**config.mk**
```make
export PLATFORM = sky130hd
export DESIGN_NAME = pipe_backend_top
export DESIGN_NICKNAME = d
export VERILOG_FILES = /design/src/verilog/pipe_pkg.sv /design/src/verilog/exe_stage.sv /design/src/verilog/forward_stall.sv /design/src/verilog/id_stage.sv /design/src/verilog/lsu_stage.sv /design/src/verilog/pipe_backend_top.sv
export SDC_FILE = /design/constraint.sdc
export NUM_CORES = 2
export LEC_CHECK = 0
export BUFFER_PORTS_ARGS = -buffer_cell sky130_fd_sc_hd__buf_2
export CELL_PAD_IN_SITES_DETAIL_PLACEMENT = 0
export CELL_PAD_IN_SITES_GLOBAL_PLACEMENT = 1
export CORE_MARGIN = 5
export CORE_UTILIZATION = 60
export CTS_BUF_LIST = sky130_fd_sc_hd__clkbuf_4 sky130_fd_sc_hd__clkbuf_8
export DETAILED_ROUTE_END_ITERATION = 16
export GPL_TIMING_DRIVEN = 0
export HOLD_SLACK_MARGIN = 0.05
export PLACE_DENSITY = 0.95
export SLEW_MARGIN = 20
export SYNTH_ARGS = -nofsm -noshare
export SYNTH_HDL_FRONTEND = slang
export SYNTH_HIERARCHICAL = 1
export SYNTH_SLANG_ARGS = --single-unit
```
**constraint.sdc**
```tcl
create_clock -name clk -period 12 [get_ports clk]
set_clock_uncertainty 0.05 [all_clocks]
set_input_delay 1.8 -clock clk [delete_from_list [all_inputs] [get_ports clk]]
set_output_delay 1.8 -clock clk [all_outputs]
set_load 0.005 [all_outputs]
```
**src/verilog/pipe_pkg.sv**
```systemverilog
/*
 * Shared definitions for the integer pipeline back end.
 * Holds the decoded opcode encoding and the register index width.
 * Stage modules take these by importing the package inside their bodies.
 */
`default_nettype none

package pipe_pkg;

    // Register index width, 32 architectural registers with x0 tied to zero
    localparam int REG_ADDR_W = 5;

    // Decoded opcodes as they arrive on the issue port
    typedef enum logic [2:0] {
        OP_ADD  = 3'd0,
        OP_SUB  = 3'd1,
        OP_AND  = 3'd2,
        OP_XOR  = 3'd3,
        // Immediate add, second operand is imm
        OP_ADDI = 3'd4,
        // Word load, address is rs1 + imm
        OP_LW   = 3'd5,
        // Word store, address is rs1 + imm and data is rs2
        OP_SW   = 3'd6
    } op_e;

endpackage : pipe_pkg

`default_nettype wire
```
**src/verilog/exe_stage.sv**
```systemverilog
/*
 * Execute stage of the back end.
 * Picks each operand from LSU, WRB or the register file value, runs the ALU
 * (or the address add for loads and stores) and fills the EXE-to-LSU register.
 */
`timescale 1ns/10ps
`default_nettype none

module exe_stage #(
    parameter int DATA_W = 32
) (
    input  logic                            clk,
    input  logic                            rst_n,
    // Instruction in EXE
    input  logic                            exe_valid_i,
    input  pipe_pkg::op_e                   exe_op_i,
    input  logic [pipe_pkg::REG_ADDR_W-1:0] exe_rd_i,
    input  logic [DATA_W-1:0]               exe_imm_i,
    input  logic [DATA_W-1:0]               exe_a_i,
    input  logic [DATA_W-1:0]               exe_b_i,
    // Forward selects and WRB value
    input  logic                            fwd_lsu_rs1_i,
    input  logic                            fwd_lsu_rs2_i,
    input  logic                            fwd_wrb_rs1_i,
    input  logic                            fwd_wrb_rs2_i,
    input  logic [DATA_W-1:0]               wrb_data_i,
    // Pipeline control
    input  logic                            stall_i,
    input  logic                            flush_i,
    input  logic                            lsu_stall_i,
    // Instruction in LSU
    output logic                            lsu_valid_o,
    output pipe_pkg::op_e                   lsu_op_o,
    output logic [pipe_pkg::REG_ADDR_W-1:0] lsu_rd_o,
    output logic                            lsu_wr_req_o,
    output logic [DATA_W-1:0]               lsu_result_o,
    output logic [DATA_W-1:0]               lsu_store_data_o
);
    import pipe_pkg::*;

    logic [DATA_W-1:0] opnd_a;
    logic [DATA_W-1:0] opnd_b;
    logic [DATA_W-1:0] alu_res;

    // LSU is the younger producer, so it wins over WRB
    assign opnd_a = fwd_lsu_rs1_i ? lsu_result_o :
                    fwd_wrb_rs1_i ? wrb_data_i : exe_a_i;
    assign opnd_b = fwd_lsu_rs2_i ? lsu_result_o :
                    fwd_wrb_rs2_i ? wrb_data_i : exe_b_i;

    always_comb begin
        case (exe_op_i)
            OP_ADD:  alu_res = opnd_a + opnd_b;
            OP_SUB:  alu_res = opnd_a - opnd_b;
            OP_AND:  alu_res = opnd_a & opnd_b;
            OP_XOR:  alu_res = opnd_a ^ opnd_b;
            // ADDI and the byte address of LW/SW
            default: alu_res = opnd_a + exe_imm_i;
        endcase
    end

    // Control bits, a held LSU keeps its instruction
    always_ff @(posedge clk) begin
        if (!rst_n) begin
            lsu_valid_o  <= 1'b0;
            lsu_wr_req_o <= 1'b0;
        end else if (!lsu_stall_i) begin
            if (flush_i || stall_i) begin
                lsu_valid_o  <= 1'b0;
                lsu_wr_req_o <= 1'b0;
            end else begin
                lsu_valid_o  <= exe_valid_i;
                lsu_wr_req_o <= exe_valid_i && (exe_op_i != OP_SW) && (exe_rd_i != '0);
            end
        end
    end

    always_ff @(posedge clk) begin
        if (!lsu_stall_i) begin
            lsu_op_o         <= exe_op_i;
            lsu_rd_o         <= exe_rd_i;
            lsu_result_o     <= alu_res;
            // Store data is rs2 after forwarding
            lsu_store_data_o <= opnd_b;
        end
    end

endmodule : exe_stage

`default_nettype wire

```
**src/verilog/forward_stall.sv**
```systemverilog
/*
 * Forwarding and stall controller.
 * Compares the EXE sources with the LSU and WRB destinations, picks the
 * forward paths, inserts the load-use bubble and holds the pipe while a
 * bus access waits for its ack.
 */
`timescale 1ns/10ps
`default_nettype none

module forward_stall (
    input  logic                            clk,
    input  logic                            rst_n,
    // Instruction in EXE
    input  logic                            exe_valid_i,
    input  pipe_pkg::op_e                   exe_op_i,
    input  logic [pipe_pkg::REG_ADDR_W-1:0] exe_rs1_i,
    input  logic [pipe_pkg::REG_ADDR_W-1:0] exe_rs2_i,
    // Instruction in LSU
    input  logic                            lsu_valid_i,
    input  pipe_pkg::op_e                   lsu_op_i,
    input  logic [pipe_pkg::REG_ADDR_W-1:0] lsu_rd_i,
    input  logic                            lsu_wr_req_i,
    input  logic                            lsu_req_i,
    input  logic                            lsu_ack_i,
    // Instruction in WRB
    input  logic [pipe_pkg::REG_ADDR_W-1:0] wrb_rd_i,
    input  logic                            wrb_wr_req_i,
    // Forward selects and pipeline control
    output logic                            fwd_lsu_rs1_o,
    output logic                            fwd_lsu_rs2_o,
    output logic                            fwd_wrb_rs1_o,
    output logic                            fwd_wrb_rs2_o,
    output logic                            if_id_exe_stall_o,
    output logic                            exe2lsu_flush_o,
    output logic                            lsu_stall_o
);
    import pipe_pkg::*;

    logic use_rs1;
    logic use_rs2;
    logic lsu_hit_rs1;
    logic lsu_hit_rs2;
    logic lsu_load;
    logic ld_use;
    logic lsu_stall_q;
    logic lsu_stall_d;

    // Every opcode reads rs1, only register ops and stores read rs2
    assign use_rs1 = exe_valid_i && (exe_rs1_i != '0);
    assign use_rs2 = exe_valid_i && (exe_rs2_i != '0) && (exe_op_i inside {
                         OP_ADD, OP_SUB, OP_AND, OP_XOR, OP_SW});

    assign lsu_hit_rs1 = use_rs1 && lsu_wr_req_i && (lsu_rd_i == exe_rs1_i);
    assign lsu_hit_rs2 = use_rs2 && lsu_wr_req_i && (lsu_rd_i == exe_rs2_i);
    assign lsu_load    = lsu_valid_i && (lsu_op_i == OP_LW);

    // A load result is not ready in LSU, it comes from WRB a cycle later
    assign fwd_lsu_rs1_o = lsu_hit_rs1 && !lsu_load;
    assign fwd_lsu_rs2_o = lsu_hit_rs2 && !lsu_load;
    assign fwd_wrb_rs1_o = use_rs1 && wrb_wr_req_i && (wrb_rd_i == exe_rs1_i);
    assign fwd_wrb_rs2_o = use_rs2 && wrb_wr_req_i && (wrb_rd_i == exe_rs2_i);

    // Bubble only once the load has its data, the bus wait covers the rest
    assign ld_use = (lsu_hit_rs1 || lsu_hit_rs2) && lsu_load && !lsu_stall_d;

    // Bus wait, set on request and cleared on ack
    always_comb begin
        lsu_stall_d = lsu_stall_q;
        if (lsu_ack_i) begin
            lsu_stall_d = 1'b0;
        end else if (lsu_req_i) begin
            lsu_stall_d = 1'b1;
        end
    end

    always_ff @(posedge clk) begin
        if (!rst_n) begin
            lsu_stall_q <= 1'b0;
        end else begin
            lsu_stall_q <= lsu_stall_d;
        end
    end

    assign lsu_stall_o       = lsu_stall_d;
    assign if_id_exe_stall_o = ld_use || lsu_stall_d;
    assign exe2lsu_flush_o   = ld_use;

endmodule : forward_stall

`default_nettype wire

```
**src/verilog/id_stage.sv**
```systemverilog
/*
 * Decode stage of the back end.
 * Latches accepted instructions from the issue port, reads the register file
 * with write-through from WRB and fills the ID-to-EXE pipeline register.
 * Everything holds while the controller stalls the front stages.
 */
`timescale 1ns/10ps
`default_nettype none

module id_stage #(
    parameter int DATA_W = 32
) (
    input  logic                            clk,
    input  logic                            rst_n,
    // Issue port
    input  logic                            instr_valid_i,
    output logic                            instr_ready_o,
    input  pipe_pkg::op_e                   op_i,
    input  logic [pipe_pkg::REG_ADDR_W-1:0] rd_i,
    input  logic [pipe_pkg::REG_ADDR_W-1:0] rs1_i,
    input  logic [pipe_pkg::REG_ADDR_W-1:0] rs2_i,
    input  logic [DATA_W-1:0]               imm_i,
    // Front stall from the controller
    input  logic                            stall_i,
    // Write port from WRB
    input  logic                            wrb_wr_req_i,
    input  logic [pipe_pkg::REG_ADDR_W-1:0] wrb_rd_i,
    input  logic [DATA_W-1:0]               wrb_data_i,
    // Instruction in EXE
    output logic                            exe_valid_o,
    output pipe_pkg::op_e                   exe_op_o,
    output logic [pipe_pkg::REG_ADDR_W-1:0] exe_rd_o,
    output logic [pipe_pkg::REG_ADDR_W-1:0] exe_rs1_o,
    output logic [pipe_pkg::REG_ADDR_W-1:0] exe_rs2_o,
    output logic [DATA_W-1:0]               exe_imm_o,
    output logic [DATA_W-1:0]               exe_a_o,
    output logic [DATA_W-1:0]               exe_b_o
);
    import pipe_pkg::*;

    logic [DATA_W-1:0]     regs [0:2**REG_ADDR_W-1];
    // Instruction sitting in ID
    logic                  id_valid_q;
    op_e                   id_op_q;
    logic [REG_ADDR_W-1:0] id_rd_q;
    logic [REG_ADDR_W-1:0] id_rs1_q;
    logic [REG_ADDR_W-1:0] id_rs2_q;
    logic [DATA_W-1:0]     id_imm_q;
    logic [DATA_W-1:0]     rd_a;
    logic [DATA_W-1:0]     rd_b;
    logic                  exe_hit_a;
    logic                  exe_hit_b;

    // Nothing is taken while the front is held
    assign instr_ready_o = ~stall_i;

    // Register file write, x0 is never written
    always_ff @(posedge clk) begin
        if (wrb_wr_req_i && (wrb_rd_i != '0)) begin
            regs[wrb_rd_i] <= wrb_data_i;
        end
    end

    // Read ports, a same-cycle WRB write passes straight through
    assign rd_a = (id_rs1_q == '0) ? '0 :
                  (wrb_wr_req_i && (wrb_rd_i == id_rs1_q)) ? wrb_data_i : regs[id_rs1_q];
    assign rd_b = (id_rs2_q == '0) ? '0 :
                  (wrb_wr_req_i && (wrb_rd_i == id_rs2_q)) ? wrb_data_i : regs[id_rs2_q];

    // A held EXE instruction keeps picking up WRB writes so no result slips past it
    assign exe_hit_a = wrb_wr_req_i && (exe_rs1_o != '0) && (wrb_rd_i == exe_rs1_o);
    assign exe_hit_b = wrb_wr_req_i && (exe_rs2_o != '0) && (wrb_rd_i == exe_rs2_o);

    // Valid bits, a bubble goes in whenever nothing is accepted
    always_ff @(posedge clk) begin
        if (!rst_n) begin
            id_valid_q  <= 1'b0;
            exe_valid_o <= 1'b0;
        end else if (!stall_i) begin
            id_valid_q  <= instr_valid_i;
            exe_valid_o <= id_valid_q;
        end
    end

    // Payload of ID and ID-to-EXE
    always_ff @(posedge clk) begin
        if (!stall_i) begin
            id_op_q   <= op_i;
            id_rd_q   <= rd_i;
            id_rs1_q  <= rs1_i;
            id_rs2_q  <= rs2_i;
            id_imm_q  <= imm_i;
            exe_op_o  <= id_op_q;
            exe_rd_o  <= id_rd_q;
            exe_rs1_o <= id_rs1_q;
            exe_rs2_o <= id_rs2_q;
            exe_imm_o <= id_imm_q;
            exe_a_o   <= rd_a;
            exe_b_o   <= rd_b;
        end else begin
            if (exe_hit_a) begin
                exe_a_o <= wrb_data_i;
            end
            if (exe_hit_b) begin
                exe_b_o <= wrb_data_i;
            end
        end
    end

endmodule : id_stage

`default_nettype wire

```
**src/verilog/lsu_stage.sv**
```systemverilog
/*
 * Memory stage of the back end.
 * Runs a Wishbone classic master for LW and SW and fills the LSU-to-WRB
 * register with the ALU result or the loaded word. The WRB register drives
 * the commit port and the register file write.
 */
`timescale 1ns/10ps
`default_nettype none

module lsu_stage #(
    parameter int DATA_W = 32
) (
    input  logic                            clk,
    input  logic                            rst_n,
    // Instruction in LSU
    input  logic                            lsu_valid_i,
    input  pipe_pkg::op_e                   lsu_op_i,
    input  logic [pipe_pkg::REG_ADDR_W-1:0] lsu_rd_i,
    input  logic                            lsu_wr_req_i,
    input  logic [DATA_W-1:0]               lsu_result_i,
    input  logic [DATA_W-1:0]               lsu_store_data_i,
    input  logic                            lsu_stall_i,
    // Wishbone classic master
    output logic                            wb_cyc_o,
    output logic                            wb_stb_o,
    output logic                            wb_we_o,
    output logic [DATA_W-1:0]               wb_adr_o,
    output logic [DATA_W-1:0]               wb_dat_o,
    input  logic [DATA_W-1:0]               wb_dat_i,
    input  logic                            wb_ack_i,
    // Bus status to the controller
    output logic                            lsu_req_o,
    output logic                            lsu_ack_o,
    // WRB stage and commit port
    output logic                            wrb_valid_o,
    output logic [pipe_pkg::REG_ADDR_W-1:0] wrb_rd_o,
    output logic                            wrb_wr_req_o,
    output logic [DATA_W-1:0]               wrb_data_o
);
    import pipe_pkg::*;

    typedef enum logic [1:0] {
        IDLE,
        BUS,
        DONE
    } lsu_state_e;

    lsu_state_e state_q;
    logic       mem_op;
    logic       bus_act;

    assign mem_op  = lsu_valid_i && ((lsu_op_i == OP_LW) || (lsu_op_i == OP_SW));
    // One idle cycle after each ack, so back-to-back accesses drop cyc in between
    assign bus_act = mem_op && (state_q != DONE);

    assign wb_cyc_o = bus_act;
    assign wb_stb_o = bus_act;
    assign wb_we_o  = (lsu_op_i == OP_SW);
    assign wb_adr_o = lsu_result_i;
    assign wb_dat_o = lsu_store_data_i;

    // Pending until acked, this also covers a new access waiting out DONE
    assign lsu_req_o = mem_op;
    assign lsu_ack_o = bus_act && wb_ack_i;

    always_ff @(posedge clk) begin
        if (!rst_n) begin
            state_q <= IDLE;
        end else begin
            case (state_q)
                IDLE: begin
                    if (bus_act) begin
                        state_q <= wb_ack_i ? DONE : BUS;
                    end
                end
                BUS: begin
                    if (wb_ack_i) begin
                        state_q <= DONE;
                    end
                end
                default: state_q <= IDLE;
            endcase
        end
    end

    // WRB takes a bubble while the bus access is outstanding
    always_ff @(posedge clk) begin
        if (!rst_n) begin
            wrb_valid_o  <= 1'b0;
            wrb_wr_req_o <= 1'b0;
        end else begin
            wrb_valid_o  <= lsu_valid_i && !lsu_stall_i && (lsu_op_i != OP_SW);
            wrb_wr_req_o <= lsu_wr_req_i && !lsu_stall_i;
        end
    end

    // Read data is captured on the ack edge; x0 results commit as zero
    always_ff @(posedge clk) begin
        if (!lsu_stall_i) begin
            wrb_rd_o   <= lsu_rd_i;
            wrb_data_o <= (lsu_rd_i == '0) ? '0 :
                          (lsu_op_i == OP_LW) ? wb_dat_i : lsu_result_i;
        end
    end

endmodule : lsu_stage

`default_nettype wire

```
**src/verilog/pipe_backend_top.sv**
```systemverilog
/*
 * Top level of the pipeline back end.
 * Wires the ID, EXE and LSU/WRB stages to the forwarding and stall
 * controller and brings out the issue, commit and Wishbone ports.
 */
`timescale 1ns/10ps
`default_nettype none

module pipe_backend_top #(
    parameter int DATA_W = 32
) (
    input  logic                            clk,
    input  logic                            rst_n,
    // Issue port
    input  logic                            instr_valid_i,
    output logic                            instr_ready_o,
    input  pipe_pkg::op_e                   op_i,
    input  logic [pipe_pkg::REG_ADDR_W-1:0] rd_i,
    input  logic [pipe_pkg::REG_ADDR_W-1:0] rs1_i,
    input  logic [pipe_pkg::REG_ADDR_W-1:0] rs2_i,
    input  logic [DATA_W-1:0]               imm_i,
    // Commit port
    output logic                            wrb_valid_o,
    output logic [pipe_pkg::REG_ADDR_W-1:0] wrb_rd_o,
    output logic [DATA_W-1:0]               wrb_data_o,
    // Wishbone classic data bus
    output logic                            wb_cyc_o,
    output logic                            wb_stb_o,
    output logic                            wb_we_o,
    output logic [DATA_W-1:0]               wb_adr_o,
    output logic [DATA_W-1:0]               wb_dat_o,
    input  logic [DATA_W-1:0]               wb_dat_i,
    input  logic                            wb_ack_i
);
    import pipe_pkg::*;

    // ID to EXE
    logic                  exe_valid;
    op_e                   exe_op;
    logic [REG_ADDR_W-1:0] exe_rd;
    logic [REG_ADDR_W-1:0] exe_rs1;
    logic [REG_ADDR_W-1:0] exe_rs2;
    logic [DATA_W-1:0]     exe_imm;
    logic [DATA_W-1:0]     exe_a;
    logic [DATA_W-1:0]     exe_b;
    // EXE to LSU
    logic                  lsu_valid;
    op_e                   lsu_op;
    logic [REG_ADDR_W-1:0] lsu_rd;
    logic                  lsu_wr_req;
    logic [DATA_W-1:0]     lsu_result;
    logic [DATA_W-1:0]     lsu_store_data;
    logic                  lsu_req;
    logic                  lsu_ack;
    logic                  wrb_wr_req;
    // Controller outputs
    logic                  fwd_lsu_rs1;
    logic                  fwd_lsu_rs2;
    logic                  fwd_wrb_rs1;
    logic                  fwd_wrb_rs2;
    logic                  if_id_exe_stall;
    logic                  exe2lsu_flush;
    logic                  lsu_stall;

    id_stage #(.DATA_W(DATA_W)) u_id (
        .clk           (clk),
        .rst_n         (rst_n),
        .instr_valid_i (instr_valid_i),
        .instr_ready_o (instr_ready_o),
        .op_i          (op_i),
        .rd_i          (rd_i),
        .rs1_i         (rs1_i),
        .rs2_i         (rs2_i),
        .imm_i         (imm_i),
        .stall_i       (if_id_exe_stall),
        .wrb_wr_req_i  (wrb_wr_req),
        .wrb_rd_i      (wrb_rd_o),
        .wrb_data_i    (wrb_data_o),
        .exe_valid_o   (exe_valid),
        .exe_op_o      (exe_op),
        .exe_rd_o      (exe_rd),
        .exe_rs1_o     (exe_rs1),
        .exe_rs2_o     (exe_rs2),
        .exe_imm_o     (exe_imm),
        .exe_a_o       (exe_a),
        .exe_b_o       (exe_b)
    );

    exe_stage #(.DATA_W(DATA_W)) u_exe (
        .clk              (clk),
        .rst_n            (rst_n),
        .exe_valid_i      (exe_valid),
        .exe_op_i         (exe_op),
        .exe_rd_i         (exe_rd),
        .exe_imm_i        (exe_imm),
        .exe_a_i          (exe_a),
        .exe_b_i          (exe_b),
        .fwd_lsu_rs1_i    (fwd_lsu_rs1),
        .fwd_lsu_rs2_i    (fwd_lsu_rs2),
        .fwd_wrb_rs1_i    (fwd_wrb_rs1),
        .fwd_wrb_rs2_i    (fwd_wrb_rs2),
        .wrb_data_i       (wrb_data_o),
        .stall_i          (if_id_exe_stall),
        .flush_i          (exe2lsu_flush),
        .lsu_stall_i      (lsu_stall),
        .lsu_valid_o      (lsu_valid),
        .lsu_op_o         (lsu_op),
        .lsu_rd_o         (lsu_rd),
        .lsu_wr_req_o     (lsu_wr_req),
        .lsu_result_o     (lsu_result),
        .lsu_store_data_o (lsu_store_data)
    );

    lsu_stage #(.DATA_W(DATA_W)) u_lsu (
        .clk              (clk),
        .rst_n            (rst_n),
        .lsu_valid_i      (lsu_valid),
        .lsu_op_i         (lsu_op),
        .lsu_rd_i         (lsu_rd),
        .lsu_wr_req_i     (lsu_wr_req),
        .lsu_result_i     (lsu_result),
        .lsu_store_data_i (lsu_store_data),
        .lsu_stall_i      (lsu_stall),
        .wb_cyc_o         (wb_cyc_o),
        .wb_stb_o         (wb_stb_o),
        .wb_we_o          (wb_we_o),
        .wb_adr_o         (wb_adr_o),
        .wb_dat_o         (wb_dat_o),
        .wb_dat_i         (wb_dat_i),
        .wb_ack_i         (wb_ack_i),
        .lsu_req_o        (lsu_req),
        .lsu_ack_o        (lsu_ack),
        .wrb_valid_o      (wrb_valid_o),
        .wrb_rd_o         (wrb_rd_o),
        .wrb_wr_req_o     (wrb_wr_req),
        .wrb_data_o       (wrb_data_o)
    );

    forward_stall u_fwd (
        .clk               (clk),
        .rst_n             (rst_n),
        .exe_valid_i       (exe_valid),
        .exe_op_i          (exe_op),
        .exe_rs1_i         (exe_rs1),
        .exe_rs2_i         (exe_rs2),
        .lsu_valid_i       (lsu_valid),
        .lsu_op_i          (lsu_op),
        .lsu_rd_i          (lsu_rd),
        .lsu_wr_req_i      (lsu_wr_req),
        .lsu_req_i         (lsu_req),
        .lsu_ack_i         (lsu_ack),
        .wrb_rd_i          (wrb_rd_o),
        .wrb_wr_req_i      (wrb_wr_req),
        .fwd_lsu_rs1_o     (fwd_lsu_rs1),
        .fwd_lsu_rs2_o     (fwd_lsu_rs2),
        .fwd_wrb_rs1_o     (fwd_wrb_rs1),
        .fwd_wrb_rs2_o     (fwd_wrb_rs2),
        .if_id_exe_stall_o (if_id_exe_stall),
        .exe2lsu_flush_o   (exe2lsu_flush),
        .lsu_stall_o       (lsu_stall)
    );

endmodule : pipe_backend_top

`default_nettype wire

```
=== Word level (Yosys, flattened, before mapping) ===
Memory sizes are Yosys's and may differ from the RTL's. A register that Yosys moved wholly into a read port is not among the register bits.
Index checks and enable logic that the tools add are counted.

* Register bits after elaboration: 282
* Latch bits: 0
* Bits in writable memories: 1,024
* ROM bits: 0
* Output and inout bits: 106
* Word-level logic and storage cells: 127
* Memories kept: 1

{| class="wikitable"
|+ Memories
! memory !! words !! bits a word !! rd ports !! clocked after memory_dff !! write ports !! RTL line !! RTL
|-
| u_id.regs || 32 || 32 || 2 || 2 || 1 || id_stage.sv:41 || <nowiki>logic [DATA_W-1:0] regs [0:2**REG_ADDR_W-1];</nowiki>
|}

* Add/subtract/negate cells: 3
* Multipliers: 0
* Divide/modulo/power cells: 0
* Magnitude comparators: 0
* Equal/unequal tests: 20
* Shift operators: 0
* Muxes and demuxes: 26
* Bitwise operators: 3
* Reductions and logical operators: 48

{| class="wikitable"
|+ Operators by type and width
! kind !! number
|-
| two-way mux 32 bit || 13
|-
| one-hot mux 32 bit (4 select lines) || 1
|-
| adder 32 bit || 2
|-
| AND 32 bit || 1
|-
| subtractor 32 bit || 1
|-
| bitwise XOR 32 bit || 1
|-
| logical AND 1 bit || 31
|-
| == test 5 bit || 6
|-
| nonzero test 5 bit || 5
|-
| logical NOT 5 bit || 3
|-
| two-way mux 5 bit || 2
|-
| == test 3 bit (second input constant) || 3
|-
| inequality test 2 bit (second input constant) || 4
|-
| == test 3 x 2 -> 1 bit (second input constant) || 2
|-
| two-way mux 1 bit || 6
|-
| two-way mux 2 bit || 3
|-
| inequality test 3 bit (second input constant) || 2
|-
| logical OR 1 bit || 4
|-
| one-hot mux 2 bit (2 select lines) || 1
|-
| == test 3 x 1 -> 1 bit (second input constant) || 1
|-
| logical NOT 3 bit || 1
|-
| == test 2 x 1 -> 1 bit (second input constant) || 1
|-
| logical NOT 1 bit || 2
|-
| logical NOT 2 bit || 1
|-
| other kinds (3) || 3
|}

=== Longest topological paths before layout ===
* Depth in word-level cells: 11
* Gate-level depth with buffers: 27
* Mapped depth without buffers: 24

=== Cells and area by module ===
The synthesis kept the hierarchy.

{| class="wikitable"
|+ Modules (own cells, without submodules)
! module !! instances !! cells each !! area an instance (um^2) !! sequential area each (um^2)
|-
| id_stage || 1 || 2,616 || 53,226.0 || 35,914.4
|-
| exe_stage || 1 || 921 || 7,873.8 || 2,202.1
|-
| lsu_stage || 1 || 230 || 2,331.0 || 1,191.1
|-
| forward_stall || 1 || 52 || 396.6 || 20.0
|}

=== Worst setup path after synthesis ===
No wires, ideal clock.

* Path type: in2out
* Start: input port wb_ack_i
* End: output port instr_ready_o
* Arrival: 4.662 ns
* Data required time: 10.150 ns
* Slack: 5.488 ns
* Stages: 7
* Cells stage by stage: inv_1 -> nor4_1 -> nor2_1 -> inv_1 -> o211ai_1 -> buf_2 -> inv_1

* Longest elaborated chain between the ends: 6

{| class="wikitable"
|+ RTL lines
! what !! RTL line !! RTL
|-
| from (decl) || pipe_backend_top.sv:33 || <nowiki>input logic wb_ack_i</nowiki>
|-
| logical AND 1 bit (*) || lsu_stage.sv:64 || <nowiki>assign lsu_ack_o = bus_act && wb_ack_i;</nowiki>
|-
| net lsu_ack || pipe_backend_top.sv:54 || <nowiki>logic lsu_ack;</nowiki>
|-
| two-way mux 1 bit (*) || forward_stall.sv:69 || <nowiki>if (lsu_ack_i) begin</nowiki>
|-
| net lsu_stall || pipe_backend_top.sv:63 || <nowiki>logic lsu_stall;</nowiki>
|-
| logical NOT 1 bit || forward_stall.sv:64 || <nowiki>assign ld_use = (lsu_hit_rs1 || lsu_hit_rs2) && lsu_load && !lsu_stall_d;</nowiki>
|-
| logical AND 1 bit || forward_stall.sv:64 ||
|-
| logical OR 1 bit (*) || forward_stall.sv:85 || <nowiki>assign if_id_exe_stall_o = ld_use || lsu_stall_d;</nowiki>
|-
| net if_id_exe_stall || pipe_backend_top.sv:61 || <nowiki>logic if_id_exe_stall;</nowiki>
|-
| inverter 1 bit (*) || id_stage.sv:55 || <nowiki>assign instr_ready_o = ~stall_i;</nowiki>
|-
| to (decl) || pipe_backend_top.sv:16 || <nowiki>output logic instr_ready_o,</nowiki>
|}

The timed path passes the listed nets; every way through them passes the cells marked *.

=== Final worst setup path ===
* Start: register u_id.exe_op_o[1]
* End: register u_exe.lsu_result_o[28] (data pin)

* Longest elaborated chain between the ends: 9
* Elaborated cells between the ends (all ways): 19
* Those cells by class: 2 x add/sub; 4 x eq/ne; 3 x mux; 2 x bitwise; 8 x reduce/logical

{| class="wikitable"
|+ RTL lines
! what !! RTL line !! RTL
|-
| from (decl) || id_stage.sv:31 || <nowiki>output pipe_pkg::op_e exe_op_o,</nowiki>
|-
| from (signal assigned) || id_stage.sv:93 || <nowiki>exe_op_o <= id_op_q;</nowiki>
|-
| == test 3 x 1 -> 1 bit, or another cell as far along || forward_stall.sv:50 || <nowiki>assign use_rs2 = exe_valid_i && (exe_rs2_i != '0) && (exe_op_i inside {</nowiki>
|-
| nonzero test 5 bit (*) || forward_stall.sv:50 ||
|-
| logical AND 1 bit (*) || forward_stall.sv:50 ||
|-
| logical AND 1 bit (*) (2 in a row) || forward_stall.sv:61 || <nowiki>assign fwd_wrb_rs2_o = use_rs2 && wrb_wr_req_i && (wrb_rd_i == exe_rs2_i);</nowiki>
|-
| net fwd_wrb_rs2 || pipe_backend_top.sv:60 || <nowiki>logic fwd_wrb_rs2;</nowiki>
|-
| two-way mux 32 bit (*) || exe_stage.sv:49 || <nowiki>fwd_wrb_rs2_i ? wrb_data_i : exe_b_i;</nowiki>
|-
| two-way mux 32 bit (*) || exe_stage.sv:48 || <nowiki>assign opnd_b = fwd_lsu_rs2_i ? lsu_result_o :</nowiki>
|-
| net u_exe.opnd_b[0] || exe_stage.sv:42 || <nowiki>logic [DATA_W-1:0] opnd_b;</nowiki>
|-
| subtractor 32 bit / adder 32 bit (equally long branches) || exe_stage.sv:54, exe_stage.sv:53 ||
|-
| one-hot mux 32 bit (4 select lines) (*) || exe_stage.sv:52 || <nowiki>case (exe_op_i)</nowiki>
|-
| net u_exe.alu_res[28] || exe_stage.sv:43 || <nowiki>logic [DATA_W-1:0] alu_res;</nowiki>
|-
| to (signal assigned) || exe_stage.sv:82 || <nowiki>lsu_result_o <= alu_res;</nowiki>
|-
| to (decl) || exe_stage.sv:36 || <nowiki>output logic [DATA_W-1:0] lsu_result_o,</nowiki>
|}

Marked as above.
A chain may end at the register's enable or synchronous reset.

==> impl_metrics.toml <==
[sta]
tns_ns = 0
period_needed_ns = 7.545
grt_setup_unrepaired = "no"
period_share_pct = 62.87
fmax_mhz = 132.5
final.setup.worst_slack_ns = 4.455
max-slew-margin-rel_pct = 10.89
hold_viol_final = 0
worstMarginPinSlew_ns = 1.337
setup_violations = 0
slew_viol_final = 0

[placement]
hpwlAfterDp_mm = 151.8
portBuffers = 191
gp_congestion = 0.9617
place_ws_ns = 4.768

[run_status]
status = "finished, final reports clean"

[yosys]
synth_ff_type = "edfxtp_1"
synth_area_um2 = 63830
synth_cell_types = 90
async_flop_share_pct = 0
synth-edff-count = 1297
synth.avg_cell_area_um2 = 16.71
ys_seq_elements = 1316
syn_inst = 3819
ys_seq_area_share_pct = 61.62
synth_warnings = 6

[cts]
clockRootBuffer = "clkbuf_8"
clock_path_buffers = 3
htree_levels = 4
clkTransAtPathRegs_ns = 0.06
hold_buffers = 0
tritoncts = "done"
postCtsSetupBuffers = 0
post_cts_resized = 0
cts_made_buffers = 208
cts_sinks = 1316
clk_latency_ns = 0.95

[finish]
area_growth_pct = 14.09
finalNetCount = 4478
n_fill_cell = 6673
layout-drive-gt1-share_pct = 30.61

[power]
p_switching_w = 0.003896
vdd_ir_drop_max_mv = 0.1083
pwr-share-seq_pct = 48.9
power.density_nw_per_um2 = 177.5
power_w = 0.01292
p_sw_share_pct = 30.15
p_int_w = 0.009026
clkPwrFrac_pct = 31.1
leakage_nw = 24.69
pwr-share-comb_pct = 20.0

[drt]
routed_wl_mm = 213.7
ant_nets = 0
drc = 0
drt_iter0_markers = 7523
wire_per_inst_um = 36.27
vias = 43306
first_pass_iters = 9
vias_per_cell = 7.350

[critical_path]
required_ns = 12.67
path_class = "register to register"
crit_fanout = 10
critPathCaptureType = "register"
start_kind = "register"
arrival_ns = 8.21

[global_route]
grtUsageTotal_pct = 37.43
antenna_found_initial = 13
gr-total-overflow = 0
grt_pass1_vias = 42967
grt_max_degree = 78
grt_pass1_wl_mm = 299.1

[floorplanning]
die_h_um = 336.2
core_um2 = 105400
start_util_pct = 60.55
num_rows = 119
dieArea_um2 = 113000
ios = 192
die_x_um = 336.2

[flow_run]
max_cap_viol_count = 0

[worst_hold_path]
hold_path_class = "register to register"
logic make-up (layout without fill, tap and decap cells):
logic type	count (synthesis)	count (layout)	synth area share [%]
flops	1316	1316	61.62
mux	698	698	20.72
compound gates	622	622	6.710
simple gates	621	621	4.816
buf+inv	384	1029	3.307
xor+xnor	111	111	1.523
fa+ha+maj	66	66	1.306
other cells	1	38	0.005875
power by group through the flow:
stage | registers, W | clock network [W] | logic, W
floorplan | 0.00633 | 0 | 0.00125
global placement | 0.00671 | 0 | 0.00188
detailed placement | 0.00651 | 0 | 0.00231
CTS | 0.00641 | 0.00404 | 0.00233
global route | 0.00635 | 0.00428 | 0.00270
finish | 0.00632 | 0.00402 | 0.00258
critical path, stage by stage (launching register included):
cell,delay [ns]
edfxtp_1,0.61
nand2b_1,0.13
a221oi_2,0.35
and4_2,0.28
buf_2,0.19
buf_2,0.39
mux2i_1,0.25
o21a_1,0.23
inv_1,0.14
nor3_2,0.35
nand4b_1,0.36
nor2_1,0.37
o21ai_0,0.12
nand3_1,0.12
o21ai_1,0.10
ha_1,0.30
clkbuf_1,0.28
nand3_1,0.15
nor3_1,0.58
nand4_1,0.38
a211oi_1,0.84
o21a_1,0.28
o31ai_1,0.11
nor3b_1,0.15
o31ai_1,0.26
per-layer routing:
layer	share of wire [%]	global-route usage [%]	vias to the layer above
li1	-	-	16672
met1	31	44.53	21212
met4	8.6	25.00	8
met2	45	57.04	4330
met5	0.029	0	-
met3	16	14.73	1084
cell usage after synthesis, types with 56 or more instances:
master / n / area, µm²
edfxtp_1: 1297 / 38950
mux4_2: 497 / 11190
nand2_1: 231 / 867.1
mux2i_1: 187 / 1872
clkbuf_1: 134 / 503.0
nor2_1: 127 / 476.7
a21oi_1: 124 / 620.6
a22oi_1: 102 / 765.7
buf_4: 81 / 608.1
o21ai_0: 77 / 385.4
ha_1: 65 / 813.3
buf_2: 64 / 320.3
xnor2_1: 59 / 516.8
inv_1: 56 / 210.2
cells in the final DEF (no fill, tap or decap), drive strengths merged, types with 19 or more instances in the layout:
master,instances
a2111oi,28
a211oi,44
a21oi,135
a22o,32
a22oi,102
and3,24
buf,458
clkbuf,416
clkinv,71
conb,32
dfxtp,19
edfxtp,1297
ha,65
inv,67
mux2i,187
mux4,497
nand2,231
nand3,55
nor2,130
nor2b,39
nor3,37
nor4,20
o21ai,116
o22ai,32
o31ai,19
xnor2,59
xor2,52
final timing paths:
check / depth (start not counted) / start / end / slack, ns
setup / recovery: 24 / u_id/exe_op_o[1] / u_exe/lsu_result_o[28] / 4.46
hold / removal: 0 / u_id/id_imm_q[5] / u_id/exe_imm_o[5] / 0.37
setup reg to reg: 24 / u_id/exe_op_o[1] / u_exe/lsu_result_o[28] / 4.46
hold reg to reg: 0 / u_id/id_imm_q[5] / u_id/exe_imm_o[5] / 0.37
area by class of cell:
cell class                      instances  area [µm²]  share of cell area, %
Antenna cell                            6       15.01                0.02062
Buffer                                326        1897                  2.605
Clock buffer                          282        3462                  4.754
Clock inverter                         97       893.4                  1.227
Inverter                               58       225.2                 0.3093
Multi-Input combinational cell       2150       22810                  31.33
Sequential cell                      1316       39330                  54.01
Tap cell                             1391        1740                  2.390
Timing Repair Buffer                  266        2444                  3.356
per-stage QoR:
step	hold slack, ns	cell area, µm²	util [%]	cells
2_1_floorplan	0.3503	63940	-	3850
3_3_place_gp	0.3524	66640	63.22	5432
3_5_place_dp	0.3554	68280	64.77	5497
4_1_cts	0.3701	72630	68.90	5876
5_1_grt	0.3734	72810	69.07	5889
6_report	0.3716	72820	69.08	5892
registers in the layout (all words and copies together), names as in the netlist, 32 cells and up, named ones only:
name	cells
u_exe/lsu_result_o	32
u_exe/lsu_store_data_o	32
u_id/exe_a_o	32
u_id/exe_b_o	32
u_id/exe_imm_o	32
u_id/id_imm_q	32
u_id/regs	1024
u_lsu/wrb_data_o	32
(Power assumes the default switching activity.)
